File: src/common/execPkg.sv
// Execute stage shared definitions
// ALU control bits, funct3 and opcode codes, operand select encodings
package execPkg;

  ////////////////////
  // ALU control
  ////////////////////
  typedef struct packed {
    logic w64;      // RV64 W-type op
    logic subArith; // Subtract or arithmetic right shift
    logic aluOp;    // 0 forces add
  } aluCtrlT;

  ////////////////////
  // Funct3 codes
  ////////////////////
  localparam logic [2:0] F3_ADD  = 3'b000; // add/sub, also addi
  localparam logic [2:0] F3_SLL  = 3'b001;
  localparam logic [2:0] F3_SLT  = 3'b010;
  localparam logic [2:0] F3_SLTU = 3'b011;
  localparam logic [2:0] F3_XOR  = 3'b100;
  localparam logic [2:0] F3_SR   = 3'b101; // srl or sra, picked by funct7
  localparam logic [2:0] F3_OR   = 3'b110;
  localparam logic [2:0] F3_AND  = 3'b111;

  ////////////////////
  // Opcodes
  ////////////////////
  localparam logic [6:0] OP_REG   = 7'b0110011;
  localparam logic [6:0] OP_IMM   = 7'b0010011;
  localparam logic [6:0] OP_REG32 = 7'b0111011; // RV64 only
  localparam logic [6:0] OP_IMM32 = 7'b0011011; // RV64 only
  localparam logic [6:0] OP_LOAD  = 7'b0000011;
  localparam logic [6:0] OP_STORE = 7'b0100011;
  localparam logic [6:0] OP_AUIPC = 7'b0010111;
  localparam logic [6:0] OP_LUI   = 7'b0110111;

  // Operand sources
  typedef enum logic [1:0] {SRC_A_REG = 2'd0, SRC_A_PC = 2'd1, SRC_A_ZERO = 2'd2} srcASelT;
  typedef enum logic {SRC_B_REG = 1'b0, SRC_B_IMM = 1'b1} srcBSelT;

endpackage

File: src/alu/alu.sv
// RISC-V integer ALU
// Add/sub, signed and unsigned compare, logic ops and shifts.
// Also gives the raw sum for address generation. On RV64 the W-type
// ops have their low 32 bits sign-extended
`timescale 1ns/1ps

module alu #(
  parameter int WIDTH = 64
) (
  input  logic [WIDTH-1:0] a,
  input  logic [WIDTH-1:0] b,
  input  execPkg::aluCtrlT aluCtrl,
  input  logic [2:0]       funct3,
  input  logic [6:0]       funct7,  // Only used by bit-manip ops
  output logic [WIDTH-1:0] result,
  output logic [WIDTH-1:0] sum
);

  localparam int SHW = $clog2(WIDTH); // Shift amount width

  logic             w64;        // W-type op
  logic             subArith;   // Sub or sra
  logic             aluOp;      // 0 = forced add
  logic [WIDTH-1:0] condInvB;   // ~b when subtracting
  logic             carry;      // Adder carry out
  logic             neg;        // Sign of a - b
  logic             aSign;
  logic             bSign;
  logic             lt;         // Signed less than
  logic             ltu;        // Unsigned less than
  logic [WIDTH-1:0] shiftY;     // Shifter output
  logic [WIDTH-1:0] fullResult; // Before W sign extension

  assign {w64, subArith, aluOp} = aluCtrl;

  ////////////////////
  // Adder
  ////////////////////
  assign condInvB = subArith ? ~b : b;
  assign {carry, sum} = {1'b0, a} + {1'b0, condInvB} + {{WIDTH{1'b0}}, subArith};

  // Shift amount from low bits of b, funct3[2] picks right
  shifter #(.WIDTH(WIDTH)) sh (
    .a     (a),
    .amt   (b[SHW-1:0]),
    .right (funct3[2]),
    .arith (subArith),
    .w64   (w64),
    .y     (shiftY)
  );

  ////////////////////
  // Compare flags
  ////////////////////
  // Flags from sum = a - b
  assign neg   = sum[WIDTH-1];
  assign aSign = a[WIDTH-1];
  assign bSign = b[WIDTH-1];
  // Signed overflow folded in
  assign lt    = (aSign & ~bSign) | (aSign & neg) | (~bSign & neg);
  assign ltu   = ~carry;  // Borrow

  always_comb begin
    if (!aluOp) begin
      fullResult = sum;   // Address gen, AUIPC, LUI
    end else begin
      case (funct3)
        execPkg::F3_ADD:  fullResult = sum;
        execPkg::F3_SLL:  fullResult = shiftY;
        execPkg::F3_SR:   fullResult = shiftY;
        execPkg::F3_SLT:  fullResult = {{(WIDTH-1){1'b0}}, lt};
        execPkg::F3_SLTU: fullResult = {{(WIDTH-1){1'b0}}, ltu};
        execPkg::F3_XOR:  fullResult = a ^ b;
        execPkg::F3_OR:   fullResult = a | b;
        default:          fullResult = a & b;  // and
      endcase
    end
  end

  // W-type keeps low word, sign-extended
  if (WIDTH == 64) begin : gW64
    assign result = w64 ? {{32{fullResult[31]}}, fullResult[31:0]} : fullResult;
  end else begin : gW32
    assign result = fullResult;
  end

  // Decoder must never pass a W-type op on RV32
  always_comb begin
    if (WIDTH == 32) begin
      assert (w64 !== 1'b1) else $error("alu: w64 set with WIDTH 32");
    end
  end

endmodule

File: src/alu/shifter.sv
// Barrel shifter for the ALU
// One right shifter over a double-width operand serves all shifts.
// Left shifts bit-reverse in and out. W-type uses the low word
`timescale 1ns/1ps

module shifter #(
  parameter int WIDTH = 64
) (
  input  logic [WIDTH-1:0]         a,
  input  logic [$clog2(WIDTH)-1:0] amt,
  input  logic                     right,
  input  logic                     arith,
  input  logic                     w64,
  output logic [WIDTH-1:0]         y
);

  logic [WIDTH-1:0]         aSel;    // Operand after word handling
  logic [$clog2(WIDTH)-1:0] amtSel;
  logic                     signBit; // Fill for sra
  logic [WIDTH-1:0]         aIn;
  logic [2*WIDTH-1:0]       ext;
  logic [2*WIDTH-1:0]       shifted;
  logic [WIDTH-1:0]         yRaw;

  function automatic logic [WIDTH-1:0] bitRev(input logic [WIDTH-1:0] v);
    logic [WIDTH-1:0] r;
    for (int i = 0; i < WIDTH; i++) begin
      r[i] = v[WIDTH-1-i];
    end
    return r;
  endfunction

  if (WIDTH == 64) begin : gWord
    always_comb begin
      if (w64) begin
        aSel   = {{32{arith & a[31]}}, a[31:0]}; // sraw fills with bit 31
        amtSel = {1'b0, amt[4:0]};               // 5-bit amount
      end else begin
        aSel   = a;
        amtSel = amt;
      end
    end
  end else begin : gNoWord
    assign aSel   = a;
    assign amtSel = amt;
  end

  assign signBit = arith & right & aSel[WIDTH-1];
  assign aIn     = right ? aSel : bitRev(aSel);   // Reverse for left
  assign ext     = {{WIDTH{signBit}}, aIn};
  assign shifted = ext >> amtSel;
  assign yRaw    = shifted[WIDTH-1:0];
  assign y       = right ? yRaw : bitRev(yRaw);

endmodule

File: src/hw/executeUnit.sv
// Execute stage top
// Decoder, operand register, ALU and result register.
// Fixed two-cycle latency, one instruction per cycle
`timescale 1ns/1ps

module executeUnit #(
  parameter int WIDTH = 64
) (
  input  logic             clk,
  input  logic             rst,
  input  logic             inValid,
  input  logic [6:0]       opcode,
  input  logic [2:0]       funct3,
  input  logic [6:0]       funct7,
  input  logic [WIDTH-1:0] rs1Val,
  input  logic [WIDTH-1:0] rs2Val,
  input  logic [WIDTH-1:0] imm,
  input  logic [WIDTH-1:0] pc,
  output logic             outValid,
  output logic [WIDTH-1:0] outResult,
  output logic [WIDTH-1:0] outSum,
  output logic             outIllegal
);

  // Decode outputs
  execPkg::aluCtrlT aluCtrl;
  execPkg::srcASelT srcASel;
  execPkg::srcBSelT srcBSel;
  logic             illegal;

  // Operand stage outputs
  logic             opValid;
  logic [WIDTH-1:0] opA;
  logic [WIDTH-1:0] opB;
  execPkg::aluCtrlT opCtrl;
  logic [2:0]       opFunct3;
  logic [6:0]       opFunct7;
  logic             opIllegal;

  // ALU outputs
  logic [WIDTH-1:0] aluResult;
  logic [WIDTH-1:0] aluSum;

  opDecoder #(.WIDTH(WIDTH)) dec (
    .opcode  (opcode),
    .funct3  (funct3),
    .funct7  (funct7),
    .aluCtrl (aluCtrl),
    .srcASel (srcASel),
    .srcBSel (srcBSel),
    .illegal (illegal)
  );

  operandStage #(.WIDTH(WIDTH)) opStage (
    .clk       (clk),
    .rst       (rst),
    .inValid   (inValid),
    .rs1Val    (rs1Val),
    .rs2Val    (rs2Val),
    .imm       (imm),
    .pc        (pc),
    .srcASel   (srcASel),
    .srcBSel   (srcBSel),
    .aluCtrl   (aluCtrl),
    .funct3    (funct3),
    .funct7    (funct7),
    .illegal   (illegal),
    .opValid   (opValid),
    .opA       (opA),
    .opB       (opB),
    .opCtrl    (opCtrl),
    .opFunct3  (opFunct3),
    .opFunct7  (opFunct7),
    .opIllegal (opIllegal)
  );

  alu #(.WIDTH(WIDTH)) aluInst (
    .a       (opA),
    .b       (opB),
    .aluCtrl (opCtrl),
    .funct3  (opFunct3),
    .funct7  (opFunct7),
    .result  (aluResult),
    .sum     (aluSum)
  );

  resultStage #(.WIDTH(WIDTH)) resStage (
    .clk        (clk),
    .rst        (rst),
    .opValid    (opValid),
    .result     (aluResult),
    .sum        (aluSum),
    .opIllegal  (opIllegal),
    .outValid   (outValid),
    .outResult  (outResult),
    .outSum     (outSum),
    .outIllegal (outIllegal)
  );

endmodule

File: src/hw/opDecoder.sv
// Instruction decoder for the execute stage
// Maps opcode, funct3 and funct7 to ALU controls and operand selects,
// and flags anything not in RV32I/RV64I integer ALU space as illegal
`timescale 1ns/1ps

module opDecoder #(
  parameter int WIDTH = 64
) (
  input  logic [6:0]       opcode,
  input  logic [2:0]       funct3,
  input  logic [6:0]       funct7,
  output execPkg::aluCtrlT aluCtrl,
  output execPkg::srcASelT srcASel,
  output execPkg::srcBSelT srcBSel,
  output logic             illegal
);

  logic rv64;      // W-type opcodes exist
  logic isCmp;     // slt/sltu need A - B
  logic f7Zero;    // funct7 = 0000000
  logic f7Alt;     // funct7 = 0100000, sub/sra
  logic shImmZero; // slli/srli, low funct7 bit is shamt[5]
  logic shImmAlt;  // srai

  assign rv64   = (WIDTH == 64);
  assign isCmp  = (funct3 == execPkg::F3_SLT) || (funct3 == execPkg::F3_SLTU);
  assign f7Zero = (funct7 == 7'b0000000);
  assign f7Alt  = (funct7 == 7'b0100000);
  // shamt[5] only legal on RV64
  assign shImmZero = (funct7[6:1] == 6'b000000) && (rv64 || !funct7[0]);
  assign shImmAlt  = (funct7[6:1] == 6'b010000) && (rv64 || !funct7[0]);

  always_comb begin
    aluCtrl = '0;                   // Defaults: add, reg operands
    srcASel = execPkg::SRC_A_REG;
    srcBSel = execPkg::SRC_B_REG;
    illegal = 1'b0;
    case (opcode)
      execPkg::OP_REG: begin
        aluCtrl.aluOp = 1'b1;
        if (f7Alt) begin          // sub or sra only
          aluCtrl.subArith = 1'b1;
          illegal = !((funct3 == execPkg::F3_ADD) || (funct3 == execPkg::F3_SR));
        end else begin
          aluCtrl.subArith = isCmp;
          illegal = !f7Zero;
        end
      end
      execPkg::OP_IMM: begin
        aluCtrl.aluOp = 1'b1;
        srcBSel = execPkg::SRC_B_IMM;
        case (funct3)
          execPkg::F3_SLL: illegal = !shImmZero;
          execPkg::F3_SR: begin
            aluCtrl.subArith = shImmAlt; // srai
            illegal = !(shImmZero || shImmAlt);
          end
          default: aluCtrl.subArith = isCmp; // slti/sltiu compare
        endcase
      end
      execPkg::OP_REG32: begin
        aluCtrl.w64      = rv64;   // never set on RV32
        aluCtrl.aluOp    = 1'b1;
        aluCtrl.subArith = f7Alt;  // subw, sraw
        case (funct3)
          execPkg::F3_ADD: illegal = !(f7Zero || f7Alt);
          execPkg::F3_SLL: illegal = !f7Zero;
          execPkg::F3_SR:  illegal = !(f7Zero || f7Alt);
          default:         illegal = 1'b1;
        endcase
        if (!rv64) illegal = 1'b1;
      end
      execPkg::OP_IMM32: begin
        aluCtrl.w64   = rv64;
        aluCtrl.aluOp = 1'b1;
        srcBSel = execPkg::SRC_B_IMM;
        case (funct3)
          execPkg::F3_ADD: illegal = 1'b0; // addiw
          execPkg::F3_SLL: illegal = !f7Zero;
          execPkg::F3_SR: begin
            aluCtrl.subArith = f7Alt; // sraiw
            illegal = !(f7Zero || f7Alt);
          end
          default: illegal = 1'b1;
        endcase
        if (!rv64) illegal = 1'b1;
      end
      execPkg::OP_LOAD: begin     // Address generation
        srcBSel = execPkg::SRC_B_IMM;
        // ld/lwu only on RV64, 111 never
        illegal = (funct3 == 3'b111) || (!rv64 && ((funct3 == 3'b011) || (funct3 == 3'b110)));
      end
      execPkg::OP_STORE: begin
        srcBSel = execPkg::SRC_B_IMM;
        illegal = funct3[2] || (!rv64 && (funct3 == 3'b011)); // sd on RV64 only
      end
      execPkg::OP_AUIPC: begin
        srcASel = execPkg::SRC_A_PC;   // pc + imm
        srcBSel = execPkg::SRC_B_IMM;
      end
      execPkg::OP_LUI: begin
        srcASel = execPkg::SRC_A_ZERO; // 0 + imm
        srcBSel = execPkg::SRC_B_IMM;
      end
      default: illegal = 1'b1;         // Unknown opcode
    endcase
  end

endmodule

File: src/hw/operandStage.sv
// Operand register stage
// Picks operands A and B from the decoded selects and captures them
// together with ALU controls and funct fields on each valid strobe
`timescale 1ns/1ps

module operandStage #(
  parameter int WIDTH = 64
) (
  input  logic                   clk,
  input  logic                   rst,
  input  logic                   inValid,
  input  logic [WIDTH-1:0]       rs1Val,
  input  logic [WIDTH-1:0]       rs2Val,
  input  logic [WIDTH-1:0]       imm,
  input  logic [WIDTH-1:0]       pc,
  input  execPkg::srcASelT       srcASel,
  input  execPkg::srcBSelT       srcBSel,
  input  execPkg::aluCtrlT       aluCtrl,
  input  logic [2:0]             funct3,
  input  logic [6:0]             funct7,
  input  logic                   illegal,
  output logic                   opValid,
  output logic [WIDTH-1:0]       opA,
  output logic [WIDTH-1:0]       opB,
  output execPkg::aluCtrlT       opCtrl,
  output logic [2:0]             opFunct3,
  output logic [6:0]             opFunct7,
  output logic                   opIllegal
);

  logic [WIDTH-1:0] aSel; // Muxed A
  logic [WIDTH-1:0] bSel; // Muxed B

  always_comb begin
    case (srcASel)
      execPkg::SRC_A_PC:   aSel = pc;  // AUIPC
      execPkg::SRC_A_ZERO: aSel = '0;  // LUI
      default:             aSel = rs1Val;
    endcase
  end

  assign bSel = (srcBSel == execPkg::SRC_B_IMM) ? imm : rs2Val;

  // Control state
  always_ff @(posedge clk) begin
    if (rst) begin
      opValid   <= 1'b0;
      opIllegal <= 1'b0;
    end else begin
      opValid <= inValid;
      if (inValid) opIllegal <= illegal;
    end
  end

  // Payload, loads only on a strobe
  always_ff @(posedge clk) begin
    if (inValid) begin
      opA      <= aSel;
      opB      <= bSel;
      opCtrl   <= aluCtrl;
      opFunct3 <= funct3;
      opFunct7 <= funct7;
    end
  end

  // Strobe must be clean once out of reset
  assert property (@(posedge clk) disable iff (rst) !$isunknown(inValid))
    else $error("operandStage: inValid unknown");

endmodule

File: src/hw/resultStage.sv
// Result register stage
// Holds ALU result, raw sum and the illegal flag for writeback
`timescale 1ns/1ps

module resultStage #(
  parameter int WIDTH = 64
) (
  input  logic             clk,
  input  logic             rst,
  input  logic             opValid,
  input  logic [WIDTH-1:0] result,
  input  logic [WIDTH-1:0] sum,
  input  logic             opIllegal,
  output logic             outValid,
  output logic [WIDTH-1:0] outResult,
  output logic [WIDTH-1:0] outSum,
  output logic             outIllegal
);

  // Valid and illegal travel together
  always_ff @(posedge clk) begin
    if (rst) begin
      outValid   <= 1'b0;
      outIllegal <= 1'b0;
    end else begin
      outValid   <= opValid;
      outIllegal <= opValid & opIllegal; // Drops with the strobe
    end
  end

  always_ff @(posedge clk) begin
    if (opValid) begin
      outResult <= result;
      outSum    <= sum;
    end
  end

  // Legal beat must carry known ALU data
  assert property (@(posedge clk) disable iff (rst)
                   opValid && !opIllegal |-> !$isunknown({result, sum}))
    else $error("resultStage: result unknown on a legal beat");

endmodule

File: config.mk
export PLATFORM = sky130hd
export DESIGN_NAME = executeUnit
export DESIGN_NICKNAME = d
export VERILOG_FILES = /design/src/common/execPkg.sv /design/src/alu/alu.sv /design/src/alu/shifter.sv /design/src/hw/executeUnit.sv /design/src/hw/opDecoder.sv /design/src/hw/operandStage.sv /design/src/hw/resultStage.sv
export SDC_FILE = /design/constraint.sdc
export NUM_CORES = 1
export LEC_CHECK = 0
export ABC_AREA = 1
export BUFFER_PORTS_ARGS = -buffer_cell sky130_fd_sc_hd__clkbuf_2
export CORE_AREA = 4 4 299 301
export CTS_CLUSTER_DIAMETER = 30
export CTS_CLUSTER_SIZE = 8
export DETAILED_ROUTE_END_ITERATION = 12
export DIE_AREA = 0 0 303 305
export MAX_ROUTING_LAYER = met4
export PLACE_DENSITY = 0.47
export SYNTH_ARGS = -nofsm -noshare
export SYNTH_HDL_FRONTEND = slang
export SYNTH_SLANG_ARGS = --single-unit
File: constraint.sdc
create_clock -name clk -period 4.2 [get_ports clk]
set_input_delay 0.84 -clock clk [delete_from_list [all_inputs] [get_ports clk]]
set_output_delay 0.84 -clock clk [all_outputs]
set_load 0.005 [all_outputs]
* Word level (Yosys, flattened, before mapping)
Cells that the tools add are included.
** Word-level totals
- Register bits :: 266
- Input port bits :: 276
- Output and inout bits :: 130
- Logic and storage cells :: 93
** Operators by class
- Add/subtract/negate cells :: 2
- Equal/unequal tests :: 23
- Shift-type cells :: 1
- Mux-type cells :: 22
- Bitwise logic cells :: 15
- Reduce and logical (&&, ||, !) cells :: 18
** Operators by type and width (count)
- two-way mux 64 bit :: 7
- case mux 64 bit (6 select lines) :: 1
- case mux 64 bit (2 select lines) :: 1
- >> shifter 128 x 6 -> 64 bit :: 1
- adder 64 x 64 -> 65 bit :: 1
- adder 65 x 1 -> 65 bit :: 1
- AND 64 bit :: 1
- NOT 64 bit :: 1
- bitwise OR 64 bit :: 1
- bitwise XOR 64 bit :: 1
- == test 7 x 6 -> 1 bit, second input constant :: 5
- == test 7 x 5 -> 1 bit, second input constant :: 3
- == test 3 bit, second input constant :: 5
- == test 3 x 2 -> 1 bit, second input constant :: 4
- case mux 2 bit (4 select lines) :: 1
- OR reduction 2 bit :: 4
- AND 1 bit :: 7
- == test 7 x 2 -> 1 bit, second input constant :: 1
- logical NOT 7 bit :: 1
- case mux 1 bit (7 select lines) :: 1
- == test 3 x 1 -> 1 bit, second input constant :: 2
- == test 6 x 5 -> 1 bit, second input constant :: 1
- logical NOT 3 bit :: 2
- logical NOT 6 bit :: 1
- 12 further kinds :: 27

* Depth between registers and ports, before layout
Gate-level depths: netlist of run 1.
- Depth in word-level cells :: 10
- Gate-level depth with buffers :: 24
- Gate-level depth less buffers :: 22

* By module
From an unflattened synthesis of run 1, not the netlist that was laid out.
** Second synthesis, totals
- Cell total of the unflattened synthesis :: 3948
- Area, all modules :: 26829.5 µm²
** Modules (own cells, without submodules)
- alu :: instances 1, cells each 1799, area an instance 10234.8 µm², sequential area each 0.0 µm²
- operandStage :: instances 1, cells each 572, area an instance 6153.4 µm², sequential area each 4274.1 µm²
- shifter :: instances 1, cells each 1360, area an instance 6138.4 µm², sequential area each 0.0 µm²
- resultStage :: instances 1, cells each 134, area an instance 3901.2 µm², sequential area each 3883.7 µm²
- opDecoder :: instances 1, cells each 83, area an instance 401.6 µm², sequential area each 0.0 µm²

* Worst setup path after synthesis of run 1
Ideal clock, no wire load.
- Path type :: register -> register
- From :: reg opStage.opValid
- To :: reg resStage.outIllegal
- Setup time :: 89 ps
- Arrival :: 3517 ps
- Required time :: 4111 ps
- Path slack :: 593 ps
- Stages on the path, launching flop included :: 3
- Path buffers :: 0
- Period minus slack after synthesis :: 3607 ps
- Path through :: dfxtp_1 > inv_1 > nor3_1
** Between the ends
- Cells in the longest elaborated chain, start to end :: 1
** RTL lines
- start, declared :: RTL line operandStage.sv:22 : output logic opValid,
- start signal, assigned :: RTL line operandStage.sv:50 : opValid <= inValid;
- AND 1 bit :: RTL line resultStage.sv:27 : outIllegal <= opValid & opIllegal;
- end signal, assigned :: RTL line resultStage.sv:27
- end, declared :: RTL line resultStage.sv:17 : output logic outIllegal
No other way between the ends.
A chain may end at the register's enable or synchronous reset.

* Worst setup path after layout of run 1
- From :: reg opStage.opCtrl[1] (netlist name)
- To :: reg resStage.outResult[49], data pin
** Between the ends
- Cells in the longest elaborated chain, start to end :: 8
- Elaborated cells on any way between the ends :: 13
- Classes of those cells :: add/sub (2); shift (1); mux (7); bitwise (3)
** RTL lines
- branches (longest 6 deep; another with adder 64 x 64 -> 65 bit)
- two-way mux 64 bit (*) :: RTL line alu.sv:64 : if (!aluOp) begin
- two-way mux 64 bit (*) :: RTL line alu.sv:82 : assign result = w64 ? {{32{fullResult[31]}}, fullResult[31:0]} : fullResult;
- net aluInst.result[49] :: RTL line alu.sv:15 : output logic [WIDTH-1:0] result,
- end signal, assigned :: RTL line resultStage.sv:33 : outResult <= result;
- end, declared :: RTL line resultStage.sv:15 : output logic [WIDTH-1:0] outResult,
Mark *: on every way through the listed nets, which the timed path passes.

==> results of run 1 <==
==> worst paths after layout <==
| kind | from | endpoint |
|---|---|---|
| hold / removal | rst | opStage.opValid |
| setup reg to reg | opStage.opCtrl[1] | resStage.outResult[49] |
| setup / recovery | opStage.opCtrl[1] | resStage.outResult[49] |
| hold reg to reg | opStage.opIllegal | resStage.outIllegal |
==> metrics by stage <==
stage / worst slack [ns] / hold WS (ns)
floorplan: 0.593 / 0.421
global placement: 0.00135 / 0.446
detailed placement: 0.0506 / 0.445
CTS: 0.00662 / 0.411
global route: 0.0332 / 0.431
finish: 0.267 / 0.440
==> kinds of logic after synthesis <==
kind of cell | count (synthesis)
AND/OR/NAND/NOR | 2140
buffers and inverters | 490
AO/OA/AOI/OAI | 370
flip-flops | 266
adder cells (fa/ha/maj) | 195
XOR/XNOR | 113
multiplexers | 64
==> power groups by stage <==
stage	combinational [µW]	clock, µW	sequential [µW]
final	5380	5890	3720
after global routing	5840	6130	3750
after CTS	5300	5990	3730
after detailed placement	5260	0	3760
after global placement	5290	0	3770
after floorplan	2970	0	3630
==> Yosys cell counts, drive strengths merged, types with 5 or more instances <==
cell and number:
or2 13, o2111ai 5, a221oi 9, nand3 895, ha 194, nand2 924, o21ai 119, xnor2 12
o211ai 28, and2 13, nor2 250, a31oi 15, xor2 101, o21bai 11, a211oi 16, inv 284
mux2 64, edfxtp 262, a21o 16, nor3 16, nand4 16, a21oi 128, a21boi 5, and3 5
buf 108, clkbuf 96, o21a 11
==> registers in the layout, indices dropped and copies added (netlist names) <==
signal and cells:
resStage.outResult 64, resStage.outSum 64, opStage.opA 64, opStage.opCtrl 3
opStage.opIllegal 1, opStage.opB 64, resStage.outIllegal 1, opStage.opFunct3 3
opStage.opValid 1, resStage.outValid 1
==> final cells by class <==
cell class	instances	share of cell area [%]
Multi-Input combinational cell	2882	48.7
Sequential cell	266	24.4
Timing Repair Buffer	562	11.1
Clock buffer	78	5.73
Tap cell	1155	4.44
Inverter	286	3.30
Clock inverter	54	2.26
Antenna cell	4	0.0307
==> timing repair <==
action | 4_1_cts | 5_1_grt
endpoints found under the setup margin | 0 | 4
gates resized for setup | 0 | 2
setup buffers | 0 | 0
==> per-layer routing <==
| layer | global-route usage, % | vias to the layer above | share of wire [%] |
|---|---|---|---|
| li1 | - | 13300 | - |
| met5 | - | - | 0 |
| met3 | 5.24 | 195 | 7.7 |
| met4 | 9.88 | 0 | 3.7 |
| met2 | 41.6 | 1284 | 43 |
| met1 | 39.6 | 13400 | 45 |
==> results.md, run 1 <==
- Status: finished, final reports clean
- First-pass GRT wire length: 188 mm
- Clock Sinks: 266
- Comb power frac: 35.9%
- Seq pwr share: 24.8%
- Maximum clock rate: 0.254 GHz
- DRT iter0 DRCs: 3,021
- Worst slew margin relative to its limit: 34.6%
- Min-Delay Path Class: input pin to flip-flop
- Final-layout fill cell count: 9,282
- Clk_skew: 0.0387 ns
- Cells after DPL: 5,151
- Fin cells: 5,287
- Post-synthesis mux area share: 2.79%
- CTS tree: built
- Post-layout util: 37.6%
- Tmin final: 3.93 ns
- Ys Warns: 0
- Post-layout instance area: 32,600 µm²
- RSZ-0062 raised after global routing: no
- H-tree depth: 3
- Syn-to-layout area delta: 26.3%
- CP cell instances: buf_12 -> buf_12 -> xor2_1 -> ha_1 -> a21oi_1 -> o21ai_0 -> a21oi_1 -> o21ai_0 -> a221oi_1 -> nand3b_1 -> nand3_1 -> nand2_1 -> nand2_1 -> nand2_2
- Via count: 28,200
- Synth cell types: 55
- DR WL/cell: 24.9 µm
- Setup violations, final: 0
- Port bufs: 405
- Post-DP HPWL: 106 mm
- Deepest clock path buffer count: 3
- P per Cell Area: 460 nW/µm²
- Area of the multi-input gates: 15,900 µm²
- Synth Flop Type: edfxtp_1
- Worst-path clk slew: 0.04 ns
- Leakage: 0.0155 µW
- WP buf/inv: 2
- Post-synthesis xor/xnor area fraction: 3.90%
- CP Max Fanout: 28
- Vias per Instance: 5.34
- FFs w/ async S/R, synth: 0%
- Antenna viol nets, final: 0
- Share of the synthesized area in the top cell type: 30.5%
- Sequential cell area: 7950 µm²
- Register bit total from synthesis: 266
- Most common cell after layout, fill and taps aside: nand2_1
- Std-Cell Rows: 108
- Simple-Gate Fraction of Synth Area: 36.8%
- Overflow after GRT: 0
- FF-to-FF path depth: 14
- Syn nets: 4,109
- Post-synthesis sequential area ratio: 30.8%
- Top-Level Pins: 406
- Clock power share: 39.3%
- Crit-path slowest cell: a21oi_1
- Clk_lat worst skew: 0.63 ns
- Hold-fix buffers, CTS: 0
- Tot Pwr: 15,000 µW
- Period utilization: 93.7%
- Sw Pwr: 5790 µW
- Max cap viols: 0
- Setup crit start kind: flip-flop
- CP endpoint kind: flip-flop
- Final Slew Violations: 0
- Die ar.: 92,400 µm²
- Slowest stage delay, CP: 0.42 ns
- Setup_tns: 0 ns
- Initial Utilization: 29.8%
- Synth Area in Adders: 9.49%
- Largest family of logic cells by synthesized area: simple AND/OR/NAND/NOR gates
- EDFF count, synth: 262
- Measured slew at the worst slew-check pin: 0.977 ns
- Worst setup path category: flip-flop to flip-flop
- Core area: 86,600 µm²
- Largest net degree at the start of global routing: 86
- Vert. Die Dim: 305 µm
- Sw Ratio: 38.6%
- Initial antenna violation count: 7
- TritonRoute pass-1 iters: 6
- Critical path depth: 14
- Die W: 303 µm
- Placer Congestion: 1.01
- Post-Syn Area: 25,800 µm²
- Share of layout cells above drive strength 1: 20.2%
- Post-synthesis compound-gate area fraction: 8.49%
- Arr. time, crit path: 4.30 ns
- Final Hold Fails: 0
- Internal power: 9200 µW
- Post-Synthesis Cells: 3,638
- Fin nets: 4,542
- Yosys top cell by area: edfxtp_1
- Hold-critical path depth: 2
- Most frequent cells in the layout: nand2_1, nand3_1, clkbuf_2
- Critical path's top delay family: compound AO/OA/AOI/OAI gates
- Dpl cell area: 29,900 µm²
- All-Layer GR Usage: 28.6%
- Number of global-route vias before repair: 27,100
- Synth Area per Inst: 7.09 µm²
- Clock buffer count from CTS: 73
- Final WL: 131 mm
- Peak VDD IR: 0.286 mV
- Ranking of synthesized cells by area: edfxtp_1, nand3_1, nand2_1, ha_1, inv_1
- Clock Tree Root: clkbuf_16
- Critical Path RT: 4.57 ns
- DRC: 0
- R2R Setup Slk: 0.27 ns
No activity file was read; power rests on OpenSTA's default activity.
==> inputs of run 2 (changes only) <==
--- a/config.mk
+++ b/config.mk
@@ -7,13 +7,13 @@
 export LEC_CHECK = 0
 export ABC_AREA = 1
 export BUFFER_PORTS_ARGS = -buffer_cell sky130_fd_sc_hd__clkbuf_2
-export CORE_AREA = 4 4 299 301
+export CORE_AREA = 4 4 215 217
 export CTS_CLUSTER_DIAMETER = 30
 export CTS_CLUSTER_SIZE = 8
 export DETAILED_ROUTE_END_ITERATION = 12
-export DIE_AREA = 0 0 303 305
+export DIE_AREA = 0 0 219 221
 export MAX_ROUTING_LAYER = met4
-export PLACE_DENSITY = 0.47
+export PLACE_DENSITY = 0.82
 export SYNTH_ARGS = -nofsm -noshare
 export SYNTH_HDL_FRONTEND = slang
 export SYNTH_SLANG_ARGS = --single-unit
==> run 2 against run 1 <==
  * Cell area fell by 6.8%
  * Count of clock-buffer cells in the layout fell by 10
  * Combinational power fell by 6.5%
  * Routed wire length fell by 13%
  * Clock skew barely moved
  * Final cell count fell by 12%
  * Setup slack improved by 0.039 ns
  * Via count rose by 3.7%
  * Register-to-register slack improved by 0.04 ns
  * Non-clock buffer count fell by 64
  * Global-route usage rose by 18 points
  * Fmax rose by 1.0%
==> results.md, run 2 (same netlist as run 1, synthesis figures left out) <==
- Clock Tree Root: clkbuf_16
- Die ar.: 48,400 µm² (-48%)
- Worst setup path start: opStage.opCtrl[1]
- Placer Congestion: 1.18 (+16%)
- Sw Pwr: 5280 µW (-8.9%)
- Top-Level Pins: 406 (unchanged)
- Peak VDD IR: 0.374 mV (+31%)
- Die W: 219 µm (-28%)
- R2R Setup Slk: 0.31 ns (+0.04 ns)
- Status: finished, final reports clean
- Number of global-route vias before repair: 27,000 (-0.17%)
- Comb power frac: 38.6% (+2.7 points)
- Initial antenna violation count: 6 (-1)
- WP buf/inv: 2 (unchanged)
- Core area: 44,100 µm² (-49%)
- Share of layout cells above drive strength 1: 18.1% (-2.1 points)
- Met3 Resource Use GR: 16.2% (+11 points)
- Reg-to-reg critical path endpoint: resStage.outResult[61]
- Worst setup path category: flip-flop to flip-flop
- Sequential cell area: 7950 µm² (unchanged)
- Port bufs: 405 (unchanged)
- Measured slew at the worst slew-check pin: 0.895 ns (-0.0829 ns)
- Vias per Instance: 6.32 (+18%)
- DRT iter0 DRCs: 5,169 (+71%)
- Via count: 29,300 (+3.7%)
- Maximum clock rate: 0.257 GHz (+1.0%)
- CP Max Fanout: 47 (+68%)
- Final-layout fill cell count: 3,657 (-61%)
- Hold Path Sink: opStage.opValid
- DRC: 0 (unchanged)
- Most common cell after layout, fill and taps aside: nand2_1
- Final WL: 114 mm (-13%)
- Most used cell along the critical path: nand3_1
- Overflow after GRT: 0 (unchanged)
- Worst-path clk slew: 0.05 ns (about the same)
- Global Route met2 Usage: 65.2% (+24 points)
- Tmin final: 3.89 ns (-0.0389 ns)
- Clock Sinks: 266 (unchanged)
- Reg-to-Reg Start: opStage.opCtrl[1]
- Crit-path slowest cell: buf_4
- All-Layer GR Usage: 46.8% (+18 points)
- Final Slew Violations: 0 (unchanged)
- Slowest stage delay, CP: 0.42 ns (about the same)
- Std-Cell Rows: 77 (-29%)
- Post-place setup slack: 0.433 ns (+0.383 ns)
- Arr. time, crit path: 4.27 ns (-0.03 ns)
- Min-Delay Path Class: input pin to flip-flop
- Setup ws final: 0.306 ns (+0.0389 ns)
- CTS tree: built
- RSZ-0062 raised after global routing: no
- H-tree depth: 2 (-1)
- Period utilization: 92.7% (-0.93 points)
- CP endpoint kind: flip-flop
- Initial Utilization: 58.4% (+29 points)
- Hold_sp: rst
- Deepest clock path buffer count: 3 (unchanged)
- Seq pwr share: 28.5% (+3.7 points)
- P per Cell Area: 429 nW/µm² (-6.8%)
- CP cell instances: buf_12 -> buf_4 -> xor2_1 -> ha_1 -> a21o_1 -> a31oi_1 -> o21ai_0 -> nand3_1 -> o2111ai_1 -> a21oi_1 -> nand3_1 -> nand3_1 -> nand2_1 -> nand2_1 -> nand2_2
- Area of the multi-input gates: 15,900 µm² (about the same)
- Critical path depth: 15 (+1)
- Clk_skew: 0.0384 ns (-0.000279 ns)
- GR Layer Usage met1: 60.3% (+21 points)
- Setup crit start kind: flip-flop
- DR WL/cell: 24.6 µm (-0.90%)
- Clock power share: 32.9% (-6.4 points)
- Critical Path RT: 4.57 ns (about the same)
- Leakage: 0.0147 µW (-5.1%)
- # Post-CTS Setup Buffers: 0 (unchanged)
- First-pass GRT wire length: 167 mm (-11%)
- Largest net degree at the start of global routing: 129 (+50%)
- Sw Ratio: 40.5% (+1.9 points)
- Antenna viol nets, final: 0 (unchanged)
- Clock buffer count from CTS: 56 (-23%)
- GR peak layer: met2
- Hold-critical path depth: 2 (unchanged)
- Vert. Die Dim: 221 µm (-28%)
- Critical path's top delay family: compound AO/OA/AOI/OAI gates
- Most frequent cells in the layout: nand2_1, nand3_1, clkbuf_2
- Fin nets: 4,461 (-1.8%)
- Final Hold Fails: 0 (unchanged)
- Setup_tns: 0 ns (unchanged)
- Post-CTS Resized: 0 (unchanged)
- Max cap viols: 0 (unchanged)
- TritonRoute pass-1 iters: 8 (+2)
- Clk_lat worst skew: 0.62 ns (about the same)
- Worst slew margin relative to its limit: 40.4% (+5.7 points)
- Syn-to-layout area delta: 17.7%
- FF-to-FF path depth: 15 (+1)
- Internal power: 7750 µW (-16%)
- Hold-fix buffers, CTS: 0 (unchanged)
- Post-DP HPWL: 87.9 mm (-17%)
- Setup violations, final: 0 (unchanged)
run 2: changes by cell type in the layout (fill, tap and decap cells not counted), moves of 2 or more:
| cell | before | now |
|---|---|---|
| buf_12 | 32 | 13 |
| buf_4 | 125 | 80 |
| bufinv_16 | 13 | 4 |
| clkbuf_1 | 4 | 10 |
| clkbuf_16 | 74 | 57 |
| clkinv_16 | 2 | 0 |
| clkinv_2 | 12 | 5 |
| clkinv_4 | 7 | 9 |
| clkinv_8 | 3 | 0 |
| diode_2 | 4 | 8 |
run 2: power by group through the flow:
stage | Combinational (µW) | Clock [µW] | Sequential [µW]
final | 5030 | 4280 | 3720
after global routing | 5370 | 4410 | 3720
after detailed placement | 4740 | 0 | 3730
after global placement | 4700 | 0 | 3730
after CTS | 4810 | 4260 | 3690
after floorplan | 2970 | 0 | 3630
run 2: final cells by class:
type / count / share of cell area, %
sequential: 266 / 26.2
timing repair buffer: 498 / 9.53
inverter: 286 / 3.54
antenna: 8 / 0.0659
tap: 592 / 2.44
multi-input combinational: 2882 / 52.2
clock inverter: 34 / 1.12
clock buffer: 68 / 4.87
run 2: routing by layer:
layer	vias up	part of all wire [%]
li1	13100	-
met1	13400	37
met2	2264	41
met3	428	15
met4	0	6.4
met5	-	0
run 2: stage by stage:
step / hold WS, ns / utilization (%) / power [µW] / area [µm²] / instances
3_3_place_gp: 0.439 / 64.6 / 8440 / 28500 / 4524
2_1_floorplan: 0.421 / - / 6600 / 25800 / 3638
5_1_grt: 0.437 / 68.8 / 13500 / 30400 / 4632
6_report: 0.442 / 68.8 / 13000 / 30400 / 4634
3_5_place_dp: 0.470 / 64.6 / 8480 / 28500 / 4524
4_1_cts: 0.423 / 68.8 / 12800 / 30300 / 4626
run 2: worst max path at each step:
stage,end
after global routing,resStage.outResult[56]
final,resStage.outResult[61]
after floorplan,resStage.outIllegal
after CTS,resStage.outResult[56]
after detailed placement,resStage.outResult[56]
after global placement,resStage.outResult[56]
run 2: worst reg2reg max path, delay by kind of cell (launching register included):
family | cells | cell delay [ns]
compound gates | 5 | 1.08
simple gates | 6 | 0.83
buf+inv | 2 | 0.78
flops | 1 | 0.37
fa+ha+maj | 1 | 0.34
xor+xnor | 1 | 0.24
